[src/hdl/rv_pkg.sv]
package rv_pkg;

    localparam int xlen = 32;

    typedef logic [xlen-1:0] word_t;
    typedef logic [4:0]      reg_idx_t;

    typedef enum logic [6:0] {
        OP     = 7'b0110011,
        OP_IMM = 7'b0010011,
        LOAD   = 7'b0000011,
        STORE  = 7'b0100011,
        BRANCH = 7'b1100011,
        JAL    = 7'b1101111,
        LUI    = 7'b0110111
    } opcode_e;

    typedef enum logic [3:0] {
        ADD, SUB, SLL, SLT, SLTU, XOR, SRL, SRA, OR, AND
    } alu_op_e;

    // Second ALU operand select
    localparam logic [1:0] alu_b_reg  = 2'd0;
    localparam logic [1:0] alu_b_four = 2'd1;
    localparam logic [1:0] alu_b_imm  = 2'd2;

    typedef struct packed {
        logic [6:0] funct7;
        reg_idx_t   rs2;
        reg_idx_t   rs1;
        logic [2:0] funct3;
        reg_idx_t   rd;
        logic [6:0] opcode;
    } r_fmt_t;

    typedef struct packed {
        logic [11:0] imm;
        reg_idx_t    rs1;
        logic [2:0]  funct3;
        reg_idx_t    rd;
        logic [6:0]  opcode;
    } i_fmt_t;

    typedef struct packed {
        logic [6:0] imm_hi;
        reg_idx_t   rs2;
        reg_idx_t   rs1;
        logic [2:0] funct3;
        logic [4:0] imm_lo;
        logic [6:0] opcode;
    } s_fmt_t;

    typedef struct packed {
        logic       imm_12;
        logic [5:0] imm_10_5;
        reg_idx_t   rs2;
        reg_idx_t   rs1;
        logic [2:0] funct3;
        logic [3:0] imm_4_1;
        logic       imm_11;
        logic [6:0] opcode;
    } b_fmt_t;

    typedef struct packed {
        logic [19:0] imm;
        reg_idx_t    rd;
        logic [6:0]  opcode;
    } u_fmt_t;

    typedef struct packed {
        logic       imm_20;
        logic [9:0] imm_10_1;
        logic       imm_11;
        logic [7:0] imm_19_12;
        reg_idx_t   rd;
        logic [6:0] opcode;
    } j_fmt_t;

    // One fetched word, viewed through the format its opcode selects
    typedef union packed {
        r_fmt_t r;
        i_fmt_t i;
        s_fmt_t s;
        b_fmt_t b;
        u_fmt_t u;
        j_fmt_t j;
    } instr_u;

    typedef enum logic [2:0] {
        FETCH, DECODE, EXECUTE, MEMORY, WRITEBACK
    } state_e;

    typedef struct packed {
        logic       pc_write;
        logic       ir_write;
        logic       ab_load;
        logic       aluout_load;
        logic       mdr_load;
        logic       reg_write;
        logic       alu_a_sel;   // 0 PC, 1 A
        logic [1:0] alu_b_sel;
        alu_op_e    alu_op;
        logic       pc_sel;      // 0 ALU result, 1 ALUOut
        logic       mem_to_reg;
    } ctrl_t;

    typedef struct packed {
        logic  valid;
        logic  write;
        word_t addr;
        word_t wdata;
    } bus_req_t;

    typedef struct packed {
        logic  psel;
        logic  penable;
        logic  pwrite;
        word_t paddr;
        word_t pwdata;
    } apb_t;

    typedef struct packed {
        logic     valid;
        reg_idx_t rd;
        word_t    data;
    } retire_t;

endpackage

[src/hdl/rv_alu.sv]
`timescale 1ns/10ps
module rv_alu (
    input  rv_pkg::alu_op_e op,
    input  rv_pkg::word_t   a,
    input  rv_pkg::word_t   b,
    input  logic [2:0]      funct3,
    output rv_pkg::word_t   result,
    output logic            cond_true
);
    import rv_pkg::*;

    logic [4:0] shamt;

    assign shamt = b[4:0];

    always_comb begin
        case (op)
            ADD:     result = a + b;
            SUB:     result = a - b;
            SLL:     result = a << shamt;
            SLT:     result = {31'b0, $signed(a) < $signed(b)};
            SLTU:    result = {31'b0, a < b};
            XOR:     result = a ^ b;
            SRL:     result = a >> shamt;
            SRA:     result = word_t'($signed(a) >>> shamt);  // sign fills from the left
            OR:      result = a | b;
            AND:     result = a & b;
            default: result = '0;
        endcase
    end

    // Branch compare on the register operands
    always_comb begin
        case (funct3)
            3'b000:  cond_true = (a == b);                    // beq
            3'b001:  cond_true = (a != b);                    // bne
            3'b100:  cond_true = ($signed(a) < $signed(b));   // blt
            3'b101:  cond_true = ($signed(a) >= $signed(b));  // bge
            3'b110:  cond_true = (a < b);                     // bltu
            3'b111:  cond_true = (a >= b);                    // bgeu
            default: cond_true = 1'b0;
        endcase
    end

endmodule

[src/hdl/rv_imm_gen.sv]
`timescale 1ns/10ps
module rv_imm_gen (
    input  rv_pkg::instr_u ir,
    output rv_pkg::word_t  imm
);
    import rv_pkg::*;

    always_comb begin
        case (opcode_e'(ir.r.opcode))
            OP_IMM, LOAD: begin
                imm = {{20{ir.i.imm[11]}}, ir.i.imm};
            end
            STORE: begin
                imm = {{20{ir.s.imm_hi[6]}}, ir.s.imm_hi, ir.s.imm_lo};
            end
            BRANCH: begin
                imm = {{20{ir.b.imm_12}}, ir.b.imm_11, ir.b.imm_10_5, ir.b.imm_4_1, 1'b0};
            end
            JAL: begin
                imm = {{12{ir.j.imm_20}}, ir.j.imm_19_12, ir.j.imm_11, ir.j.imm_10_1, 1'b0};
            end
            LUI: begin
                imm = {ir.u.imm, 12'b0};  // Low bits zero
            end
            default: begin
                imm = '0;
            end
        endcase
    end

endmodule

[src/hdl/rv_regfile.sv]
`timescale 1ns/10ps
module rv_regfile #(
    parameter int num_regs = 32
) (
    input  logic             clk,
    input  logic             reset,
    input  rv_pkg::reg_idx_t rs1,
    input  rv_pkg::reg_idx_t rs2,
    input  rv_pkg::reg_idx_t rd,
    input  logic             we,
    input  rv_pkg::word_t    wdata,
    output rv_pkg::word_t    rdata1,
    output rv_pkg::word_t    rdata2
);
    import rv_pkg::*;

    word_t regs [num_regs];

    always_ff @(posedge clk or posedge reset) begin
        if (reset) begin
            for (int i = 0; i < num_regs; i++) begin
                regs[i] <= '0;
            end
        end else if (we && rd != '0) begin  // x0 stays zero
            regs[rd] <= wdata;
        end
    end

    assign rdata1 = regs[rs1];
    assign rdata2 = regs[rs2];

endmodule

[src/hdl/rv_apb_master.sv]
`timescale 1ns/10ps
module rv_apb_master (
    input  logic             clk,
    input  logic             reset,
    input  rv_pkg::bus_req_t req,
    output rv_pkg::apb_t     apb,
    input  rv_pkg::word_t    prdata,
    input  logic             pready,
    output logic             done,
    output rv_pkg::word_t    rdata
);
    import rv_pkg::*;

    typedef enum logic [1:0] {IDLE, SETUP, ACCESS} phase_e;

    phase_e phase;
    word_t  addr_q;
    word_t  wdata_q;
    logic   write_q;

    always_ff @(posedge clk or posedge reset) begin
        if (reset) begin
            phase <= IDLE;
        end else begin
            case (phase)
                IDLE: begin
                    if (req.valid) begin
                        phase <= SETUP;
                    end
                end
                SETUP:   phase <= ACCESS;
                ACCESS: begin
                    if (pready) begin
                        phase <= IDLE;  // Back to idle before the next request
                    end
                end
                default: phase <= IDLE;
            endcase
        end
    end

    // Transfer fields captured once and held to completion
    always_ff @(posedge clk) begin
        if (phase == IDLE && req.valid) begin
            addr_q  <= req.addr;
            write_q <= req.write;
            wdata_q <= req.wdata;
        end
    end

    assign apb.psel    = (phase != IDLE);
    assign apb.penable = (phase == ACCESS);
    assign apb.pwrite  = write_q;
    assign apb.paddr   = addr_q;
    assign apb.pwdata  = wdata_q;

    assign done  = (phase == ACCESS) && pready;
    assign rdata = prdata;

    // Access phase only ever follows a setup cycle
    penable_after_setup: assert property (@(posedge clk) disable iff (reset)
        apb.penable |-> apb.psel && $past(apb.psel));

    hold_while_waiting: assert property (@(posedge clk) disable iff (reset)
        apb.penable && !pready |=> $stable({apb.paddr, apb.pwrite, apb.pwdata}));

endmodule

[src/hdl/rv_control.sv]
`timescale 1ns/10ps
module rv_control (
    input  logic           clk,
    input  logic           reset,
    input  rv_pkg::instr_u ir,
    input  logic           cond_true,
    input  logic           bus_done,
    output rv_pkg::ctrl_t  ctrl,
    output logic           bus_start,
    output logic           bus_write
);
    import rv_pkg::*;

    state_e  state;
    state_e  next_state;
    opcode_e opcode;

    assign opcode = opcode_e'(ir.r.opcode);

    // alt is instruction bit 30 and selects SUB only in register form
    function automatic alu_op_e decode_alu(input logic [2:0] f3, input logic alt,
                                           input logic reg_form);
        case (f3)
            3'b000:  decode_alu = (alt && reg_form) ? SUB : ADD;
            3'b001:  decode_alu = SLL;
            3'b010:  decode_alu = SLT;
            3'b011:  decode_alu = SLTU;
            3'b100:  decode_alu = XOR;
            3'b101:  decode_alu = alt ? SRA : SRL;
            3'b110:  decode_alu = OR;
            default: decode_alu = AND;
        endcase
    endfunction

    always_ff @(posedge clk or posedge reset) begin
        if (reset) begin
            state <= FETCH;
        end else begin
            state <= next_state;
        end
    end

    always_comb begin
        ctrl        = '0;
        ctrl.alu_op = ADD;
        bus_start   = 1'b0;
        bus_write   = 1'b0;
        next_state  = state;
        case (state)
            FETCH: begin
                bus_start        = 1'b1;
                ctrl.ir_write    = 1'b1;        // IR follows the bus until done
                ctrl.aluout_load = 1'b1;        // PC + 4 kept in ALUOut
                ctrl.alu_b_sel   = alu_b_four;
                if (bus_done) begin
                    next_state = DECODE;
                end
            end
            DECODE: begin
                ctrl.ab_load = 1'b1;
                if (opcode != JAL) begin
                    // Step PC and precompute the branch target together
                    ctrl.pc_write    = 1'b1;
                    ctrl.pc_sel      = 1'b1;
                    ctrl.aluout_load = 1'b1;
                    ctrl.alu_b_sel   = alu_b_imm;
                end
                next_state = EXECUTE;
            end
            EXECUTE: begin
                ctrl.alu_a_sel = 1'b1;
                case (opcode)
                    OP: begin
                        ctrl.alu_op      = decode_alu(ir.r.funct3, ir.r.funct7[5], 1'b1);
                        ctrl.aluout_load = 1'b1;
                        next_state       = WRITEBACK;
                    end
                    OP_IMM: begin
                        ctrl.alu_b_sel   = alu_b_imm;
                        ctrl.alu_op      = decode_alu(ir.r.funct3, ir.r.funct7[5], 1'b0);
                        ctrl.aluout_load = 1'b1;
                        next_state       = WRITEBACK;
                    end
                    LUI: begin
                        ctrl.alu_b_sel   = alu_b_imm;   // A reads x0 here
                        ctrl.aluout_load = 1'b1;
                        next_state       = WRITEBACK;
                    end
                    LOAD, STORE: begin
                        ctrl.alu_b_sel   = alu_b_imm;
                        ctrl.aluout_load = 1'b1;
                        next_state       = MEMORY;
                    end
                    BRANCH: begin
                        ctrl.pc_write = cond_true;
                        ctrl.pc_sel   = 1'b1;           // Target from decode
                        next_state    = FETCH;
                    end
                    JAL: begin
                        ctrl.alu_a_sel = 1'b0;
                        ctrl.alu_b_sel = alu_b_imm;
                        ctrl.pc_write  = 1'b1;
                        ctrl.reg_write = 1'b1;          // Link is still in ALUOut
                        next_state     = FETCH;
                    end
                    default: next_state = FETCH;
                endcase
            end
            MEMORY: begin
                bus_start     = 1'b1;
                bus_write     = (opcode == STORE);
                ctrl.mdr_load = 1'b1;
                if (bus_done) begin
                    next_state = (opcode == STORE) ? FETCH : WRITEBACK;
                end
            end
            WRITEBACK: begin
                ctrl.reg_write  = 1'b1;
                ctrl.mem_to_reg = (opcode == LOAD);
                next_state      = FETCH;
            end
            default: next_state = FETCH;
        endcase
    end

    state_legal: assert property (@(posedge clk) disable iff (reset)
        state inside {FETCH, DECODE, EXECUTE, MEMORY, WRITEBACK});

endmodule

[src/hdl/rv_core_top.sv]
`timescale 1ns/10ps
module rv_core_top #(
    parameter rv_pkg::word_t reset_pc = '0,
    parameter int            num_regs = 32
) (
    input  logic            clk,
    input  logic            reset,
    output rv_pkg::apb_t    apb,
    input  rv_pkg::word_t   prdata,
    input  logic            pready,
    output rv_pkg::retire_t retire
);
    import rv_pkg::*;

    ctrl_t    ctrl;
    instr_u   ir;
    word_t    pc;
    word_t    a_reg;
    word_t    b_reg;
    word_t    alu_out;
    word_t    mdr;
    word_t    rdata1;
    word_t    rdata2;
    word_t    imm;
    word_t    alu_a;
    word_t    alu_b;
    word_t    alu_result;
    word_t    wb_data;
    word_t    bus_rdata;
    reg_idx_t rs1_idx;
    logic     cond_true;
    logic     bus_start;
    logic     bus_write;
    logic     bus_done;
    bus_req_t bus_req;

    always_ff @(posedge clk or posedge reset) begin
        if (reset) begin
            pc <= reset_pc;
        end else if (ctrl.pc_write) begin
            pc <= ctrl.pc_sel ? alu_out : alu_result;
        end
    end

    always_ff @(posedge clk) begin
        if (ctrl.ir_write) begin
            ir <= bus_rdata;
        end
        if (ctrl.ab_load) begin
            a_reg <= rdata1;
            b_reg <= rdata2;
        end
        if (ctrl.aluout_load) begin
            alu_out <= alu_result;
        end
        if (ctrl.mdr_load) begin
            mdr <= bus_rdata;
        end
    end

    assign rs1_idx = (ir.u.opcode == LUI) ? '0 : ir.r.rs1;  // LUI adds to zero

    assign alu_a = ctrl.alu_a_sel ? a_reg : pc;

    always_comb begin
        case (ctrl.alu_b_sel)
            alu_b_reg:  alu_b = b_reg;
            alu_b_four: alu_b = 32'd4;
            alu_b_imm:  alu_b = imm;
            default:    alu_b = b_reg;
        endcase
    end

    assign bus_req.valid = bus_start;
    assign bus_req.write = bus_write;
    assign bus_req.addr  = ctrl.ir_write ? pc : alu_out;  // Fetch or data access
    assign bus_req.wdata = b_reg;

    assign wb_data      = ctrl.mem_to_reg ? mdr : alu_out;
    assign retire.valid = ctrl.reg_write && (ir.r.rd != '0);
    assign retire.rd    = ir.r.rd;
    assign retire.data  = wb_data;

    rv_control u_control (
        .clk       (clk),
        .reset     (reset),
        .ir        (ir),
        .cond_true (cond_true),
        .bus_done  (bus_done),
        .ctrl      (ctrl),
        .bus_start (bus_start),
        .bus_write (bus_write)
    );

    rv_alu u_alu (
        .op        (ctrl.alu_op),
        .a         (alu_a),
        .b         (alu_b),
        .funct3    (ir.r.funct3),
        .result    (alu_result),
        .cond_true (cond_true)
    );

    rv_imm_gen u_imm_gen (
        .ir  (ir),
        .imm (imm)
    );

    rv_regfile #(
        .num_regs (num_regs)
    ) u_regfile (
        .clk    (clk),
        .reset  (reset),
        .rs1    (rs1_idx),
        .rs2    (ir.r.rs2),
        .rd     (ir.r.rd),
        .we     (ctrl.reg_write),
        .wdata  (wb_data),
        .rdata1 (rdata1),
        .rdata2 (rdata2)
    );

    rv_apb_master u_apb_master (
        .clk    (clk),
        .reset  (reset),
        .req    (bus_req),
        .apb    (apb),
        .prdata (prdata),
        .pready (pready),
        .done   (bus_done),
        .rdata  (bus_rdata)
    );

endmodule

[config.mk]
export PLATFORM = sky130hd
export DESIGN_NAME = rv_core_top
export DESIGN_NICKNAME = d
export VERILOG_FILES = /design/src/hdl/rv_pkg.sv /design/src/hdl/rv_alu.sv /design/src/hdl/rv_imm_gen.sv /design/src/hdl/rv_regfile.sv /design/src/hdl/rv_apb_master.sv /design/src/hdl/rv_control.sv /design/src/hdl/rv_core_top.sv
export SDC_FILE = /design/constraint.sdc
export NUM_CORES = 2
export LEC_CHECK = 0
export BUFFER_PORTS_ARGS = -buffer_cell sky130_fd_sc_hd__buf_2
export CORE_MARGIN = 3
export CORE_UTILIZATION = 50
export CTS_CLUSTER_SIZE = 40
export DETAILED_ROUTE_END_ITERATION = 12
export PLACE_DENSITY = 0.72
export SLEW_MARGIN = 30
export SYNTH_ARGS = -nofsm -noshare
export SYNTH_HDL_FRONTEND = slang
export SYNTH_SLANG_ARGS = --single-unit
export TNS_END_PERCENT = 50
[constraint.sdc]
create_clock -name clk -period 33 [get_ports clk]
set_clock_uncertainty 0.1 [all_clocks]
set_input_delay 3.3 -clock clk [delete_from_list [all_inputs] [get_ports clk]]
set_output_delay 3.3 -clock clk [all_outputs]
set_load 0.01 [all_outputs]
=== Word level (Yosys, flattened, before mapping) ===
Cells that the tools add are included.

* Shift operators: 3
* Add/sub/neg operators: 2
* Bitwise logic cells: 6
* Reductions and logical operators: 18
* Equal/unequal tests: 38
* $lt $le $gt $ge: 8
* Div/mod/pow operators: 0
* Mux-type cells: 50
* Multipliers: 0

{| class="wikitable"
|+ Operators with widths
! kind !! number
|-
| $bwmux W1024 || 1
|-
| $bmux W32 S5 || 2
|-
| $pmux W32 S10 || 1
|-
| $mux W32 || 9
|-
| $demux W32 S5 || 1
|-
| $pmux W32 S5 || 1
|-
| $ge A32 B32 Y1 || 2
|-
| $lt A32 B32 Y1 || 2
|-
| $pmux W32 S2 || 1
|-
| $pmux W4 S7 || 2
|-
| $add A32 B32 Y32 || 1
|-
| $and A32 B32 Y32 || 1
|-
| $eq A32 B32 Y1 || 1
|-
| $ne A32 B32 Y1 || 1
|-
| $or A32 B32 Y32 || 1
|-
| $shl A32 B5 Y32 || 1
|-
| $shr A32 B5 Y32 || 1
|-
| $sshr A32 B5 Y32 || 1
|-
| $sub A32 B32 Y32 || 1
|-
| $xor A32 B32 Y32 || 1
|-
| $eq A7 B6 Y1 const B || 3
|-
| $ge A6 B6 Y1 const B || 3
|-
| $not A5 Y6 || 3
|-
| $eq A4 B3 Y1 const B || 4
|-
| other kinds (37) || 80
|}

* Logic and storage cells: 168
* Bits in read-only memories: 0
* Bits in latches: 0
* Register bits after elaboration: 1,286
* Memories kept: 0
* Memory bits (writable): 0
* Input bits: 35

=== Depth between registers and ports, before layout ===
* Depth after elaboration: 10
* Mapped depth: 29
* Depth with buffers taken out: 23

=== By module ===
From an unflattened synthesis, not the netlist that was laid out.

* Cell total of the unflattened synthesis: 6,528
* Area total of the unflattened synthesis: 75,708.9 um2

{| class="wikitable"
|+ Modules (own cells, without submodules)
! module !! instances !! seq. area each (um2) !! area an instance (um2) !! cells an instance
|-
| rv_regfile || 1 || 25,624.6 || 55,947.4 || 4,602
|-
| rv_alu || 1 || 0.0 || 8,458.1 || 1,202
|-
| rv_core_top || 1 || 5,605.4 || 7,917.6 || 470
|-
| rv_apb_master || 1 || 2,001.9 || 2,298.5 || 109
|-
| rv_imm_gen || 1 || 0.0 || 578.1 || 71
|-
| rv_control || 1 || 75.1 || 509.2 || 74
|}

=== Worst setup path after synthesis ===
OpenSTA, ideal clock, no wires.

* Path type: register -> register
* From: register u_control.state[0]
* To: register pc[25]
* Clock period less this slack: 11.232 ns
* Path slack: 21.768 ns
* Path buffers: 7
* Arrival: 10.990 ns
* Cell stages (with the launch flop): 29
* Required time: 32.758 ns
* Cell sequence: dfrtp_1 clkbuf_1 inv_1 nor3_1 nand2_1 and2_1 inv_1 ha_1 nor2b_1 o211ai_2 nand2_2 buf_4 buf_2 buf_2 buf_2 ha_1 inv_1 fa_1 nor2b_1 o2111ai_1 nand2_1 a2111oi_0 nor3_1 o41ai_1 o221ai_1 nor2_1 clkbuf_1 clkbuf_1 a221oi_1

* Cells in the longest elaborated chain, start to end: 8
* Elaborated cells on any way between the ends: 40
* Those cells by class: add/sub: 2; order compare: 4; eq/ne: 15; shift: 3; mux: 11; bitwise: 3; reduce/logical: 2

{| class="wikitable"
|+ RTL lines
! item !! line !! RTL
|-
| start, declared || rv_control.sv:14 || <nowiki>state_e state;</nowiki>
|-
| start signal, assigned || rv_control.sv:39 || <nowiki>state <= next_state;</nowiki>
|-
| $eq A3 B2 Y1, or another cell as far along || rv_control.sv:49 || <nowiki>case (state)</nowiki>
|-
| $pmux W2 S3 || rv_control.sv:49 ||
|-
| $eq A2 B2 Y1 or $eq A2 B1 Y1 (tied branches) || rv_core_top.sv:66 || <nowiki>case (ctrl.alu_b_sel)</nowiki>
|-
| $pmux W32 S2 || rv_core_top.sv:66 ||
|-
| $ge A32 B32 Y1, or another cell as far along || rv_alu.sv:40 || <nowiki>3'b111: cond_true = (a >= b);</nowiki>
|-
| $pmux W1 S6 || rv_alu.sv:34 || <nowiki>case (funct3)</nowiki>
|-
| $pmux W1 S2 || rv_control.sv:72 || <nowiki>case (opcode)</nowiki>
|-
| $pmux W1 S2 || rv_control.sv:49 ||
|-
| end signal, assigned || rv_core_top.sv:39 || <nowiki>pc <= reset_pc;</nowiki>
|-
| end signal, assigned || rv_core_top.sv:41 || <nowiki>pc <= ctrl.pc_sel ? alu_out : alu_result;</nowiki>
|-
| end, declared || rv_core_top.sv:17 || <nowiki>word_t pc;</nowiki>
|}

Parallel ways exist; a longest one is shown, timed or not.
A chain may end at the register's enable or synchronous reset.

==> metrics.log <==
INFO  metric core-area = roughly 150000 um2
INFO  metric post-route-util = 0.558
INFO  metric power.share.clock = 0.203
INFO  metric status = finished, final reports clean
INFO  metric drive_above_1_share = 0.155
INFO  metric timing.critical_path.cells = nand4bb_1 -> nor3_1 -> and4b_4 -> buf_4 -> mux2i_4 -> inv_1 -> buf_2
INFO  metric syn2layout_area_growth = 10.7%
INFO  metric mostFrequentLayoutCell = sky130_fd_sc_hd__nor2_1
INFO  metric critical_path.max_fanout = 32
INFO  metric drt_first_iter_violations = approximately 10k
INFO  metric crit_required = a little under 30 ns
INFO  metric hold_path.class = reg -> reg
INFO  metric switching_share_of_total_power = 0.483
INFO  metric setup-violations-final = 0
INFO  metric comb_power_share = 0.526
INFO  metric internal_power = approximately 0.0044 W
INFO  metric detail_route.vias_per_cell = approximately 6.8
INFO  metric critPathKind = reg -> out
INFO  metric report.power.total = approximately 0.0084 W
INFO  metric syn-instance-count = around 8.0k
INFO  metric slowest_stage = sky130_fd_sc_hd__mux2i_4
INFO  metric clock_insertion_delay_worst_skew = around 0.8 ns
INFO  metric clock_sink_count = around 1.3k
INFO  metric timing_hold_violations_final = 0
INFO  metric count_of_state_elements_after_synthesis = approximately 1.3k
INFO  metric postRouteWirelength = roughly 310 mm
INFO  metric ys_async_sr_fraction = 0.825
INFO  metric synthesis.area_per_instance = slightly above 9 um2
INFO  metric synth-edff-count = around 230
INFO  metric route.detailed.wl_per_inst = approximately 31 um
INFO  metric synth_cell_type_count = slightly above 100
INFO  metric clkSlewWorstSetupHoldPaths = 0.06 ns
INFO  metric num_vias = 66.9k
INFO  metric n_fill_cell = about 13k
INFO  metric dieArea = ~150000 um2
INFO  metric arrival = 5.42 ns
INFO  metric die_height = slightly below 400 um
INFO  metric synth.net_count = ~8.2k
INFO  metric ys.warnings.count = 0
INFO  metric grt.overflow.total = 0
INFO  metric cts_root_buf = sky130_fd_sc_hd__clkbuf_16
INFO  metric drc_errors = 0
INFO  metric final_antenna_net_count = 0
INFO  metric yosysSeqAreaShare = 0.447
INFO  metric antenna_violations_before_repair = 20
INFO  metric final_critical_path_setup_slack = roughly 24 ns
INFO  metric cts.htree.levels = 4
INFO  metric cts_inserted_buffers = 144
INFO  metric place.port_buffers = around 140
INFO  metric endpoint_class_of_the_critical_path = output port
INFO  metric maxCapViolations = 0
INFO  metric grt_start_max_net_pins = a little under 200
INFO  metric reported_net_switching_power = about 0.0041 W
INFO  metric fmax = about 110 MHz
INFO  metric regMostFlops = u_regfile.regs
INFO  metric setup-tns-final = 0 ns
INFO  metric final_stage_net_count = approximately 7.9k
INFO  metric slew_violations = 0
INFO  metric floorplan.io_pins = 140
INFO  metric fin_crit_sh = 0.267
INFO  metric cts_resized = 0
INFO  metric grt_use_total = 0.396
INFO  metric seq_power_share = 0.271
INFO  metric post-dp-hpwl = around 200 mm
INFO  metric largest_register_ff_count = ~1.0k
INFO  metric floorplan.initialDensity = 0.504
INFO  metric synth_flop_cell = sky130_fd_sc_hd__dfrtp_1
INFO  metric postCtsSetupRepairBufs = 0
INFO  metric layout.cells.most_common_list = sky130_fd_sc_hd__nor2_1, sky130_fd_sc_hd__dfrtp_1, sky130_fd_sc_hd__a21oi_1, sky130_fd_sc_hd__nand2_1, sky130_fd_sc_hd__o21ai_0
INFO  metric pre_cts_ws = about 25 ns
INFO  metric clock_tree.buffer_depth = 3
INFO  metric cts-hold-fix-buffers = 0
INFO  metric min_clock_period_post_route = around 8.8 ns
INFO  metric total_leakage_power = ~35 nW
INFO  metric rsz0062_at_grt = false
INFO  metric std_cell_rows = 141
INFO  metric grt_first_pass_wirelength = 444 mm
INFO  metric timing_worst_slew_pin_value = approximately 1.1 ns
INFO  metric post_synth_instance_area = between 70000 and 80000 um2
INFO  metric powerDensity = roughly 100 nW/um2
INFO  metric slew-limit-headroom = 0.252
INFO  metric critPathLaunchType = flop
INFO  metric cts_tree = done
INFO  metric first_global_vias = ~64k
INFO  metric place_congestion = 1.06
INFO  metric ir_worst_vdd = 0.0683 mV
INFO  metric detail_route.first_pass.iterations = 6
INFO  metric final.hold.worst_slack = approximately 0.30 ns
INFO  metric max_stage_delay = roughly 0.94 ns
INFO  metric die_w = between 300 and 400 um
-- cell type report --
class / instances / area [um2] / area share
sequential: 1286 / 33300 / 0.404
multi-input combinational: 5827 / 38400 / 0.465
antenna: 4 / 10.0 / 0.000121
timing repair buffer: 365 / 2800 / 0.0339
clock buffer: 206 / 4180 / 0.0506
clock inverter: 58 / 883 / 0.0107
tap: 1930 / 2410 / 0.0293
inverter: 142 / 537 / 0.00650
-- cells by family after synthesis --
| logic type | synth area share |
|---|---|
| xor gates and xnor gates | 0.00176 |
| DFF | 0.447 |
| adders and majority gates | 0.0172 |
| AOI/OAI and AO/OA | 0.187 |
| and+or+nand+nor | 0.154 |
| muxes | 0.144 |
| buffers and inverters | 0.0485 |
-- per-stage QoR --
stage / std cells / area (um2)
6_report: 9818 / 82500
3_3_place_gp: 9533 / 77000
4_1_cts: 9806 / 82300
3_5_place_dp: 9542 / 77200
5_1_grt: 9814 / 82500
2_1_floorplan: 8044 / 74500
-- cells in the mapped netlist, drive strengths merged, types with 19 or more instances --
| library cell | n | share of area |
|---|---|---|
| nor2 | 1549 | 0.078 |
| or3 | 19 | 0.0016 |
| a221o | 35 | 0.0047 |
| edfxtp | 225 | 0.091 |
| mux4 | 395 | 0.12 |
| nand3 | 136 | 0.0091 |
| a221oi | 23 | 0.0027 |
| a31oi | 89 | 0.0075 |
| o21ai | 550 | 0.037 |
| nand2b | 22 | 0.0018 |
| nor3 | 68 | 0.0046 |
| a211oi | 177 | 0.018 |
| nand2 | 821 | 0.041 |
| ha | 99 | 0.017 |
| a21oi | 1035 | 0.070 |
| inv | 140 | 0.0071 |
| nor2b | 19 | 0.0016 |
| dfrtp | 1061 | 0.36 |
| o211ai | 109 | 0.011 |
| mux2 | 83 | 0.013 |
| a21o | 44 | 0.0044 |
| a22o | 33 | 0.0039 |
| buf | 113 | 0.0073 |
| and3 | 73 | 0.0061 |
| a211o | 20 | 0.0024 |
| mux2i | 92 | 0.013 |
| clkbuf | 676 | 0.034 |
-- worst max-delay path, delay by kind of cell, from the launching register on --
family / cells / cell delay, ns
DFF: 1 / 0.44
and+or+nand+nor: 3 / 2.00
muxes: 1 / 0.94
buffers and inverters: 3 / 1.12
-- final timing paths --
check                                        to            startpoint  slack (ns)  cells after the start
max in group asynchronous   u_regfile.regs[575]                 reset       26.67                      6
min reg2reg                u_regfile.regs[1005]  u_regfile.regs[1005]        0.30                      0
max                                  retire[22]                 ir[3]       24.18                      7
min in group asynchronous   u_regfile.regs[436]                 reset        2.49                      2
max reg2reg                              pc[16]                 ir[6]       24.49                     25
min                        u_regfile.regs[1005]  u_regfile.regs[1005]        0.30                      0
-- power groups by stage --
| stage | Clock [W] | Combinational, W | Sequential (W) |
|---|---|---|---|
| finish | 0.00172 | 0.00444 | 0.00228 |
| global route | 0.00179 | 0.00463 | 0.00230 |
| CTS | 0.00173 | 0.00427 | 0.00226 |
| detailed placement | 0 | 0.00425 | 0.00229 |
| global placement | 0 | 0.00426 | 0.00228 |
| floorplan | 0 | 0.00271 | 0.00216 |
-- per-layer routing --
metal,GRT usage,vias to the layer above,wire length [um]
met5,0,-,81
met4,0.250,12,21900
met3,0.109,1012,36000
met2,0.585,4582,135000
met1,0.517,33100,115000
li1,-,28200,-
Power figures use the tool's default switching activity.
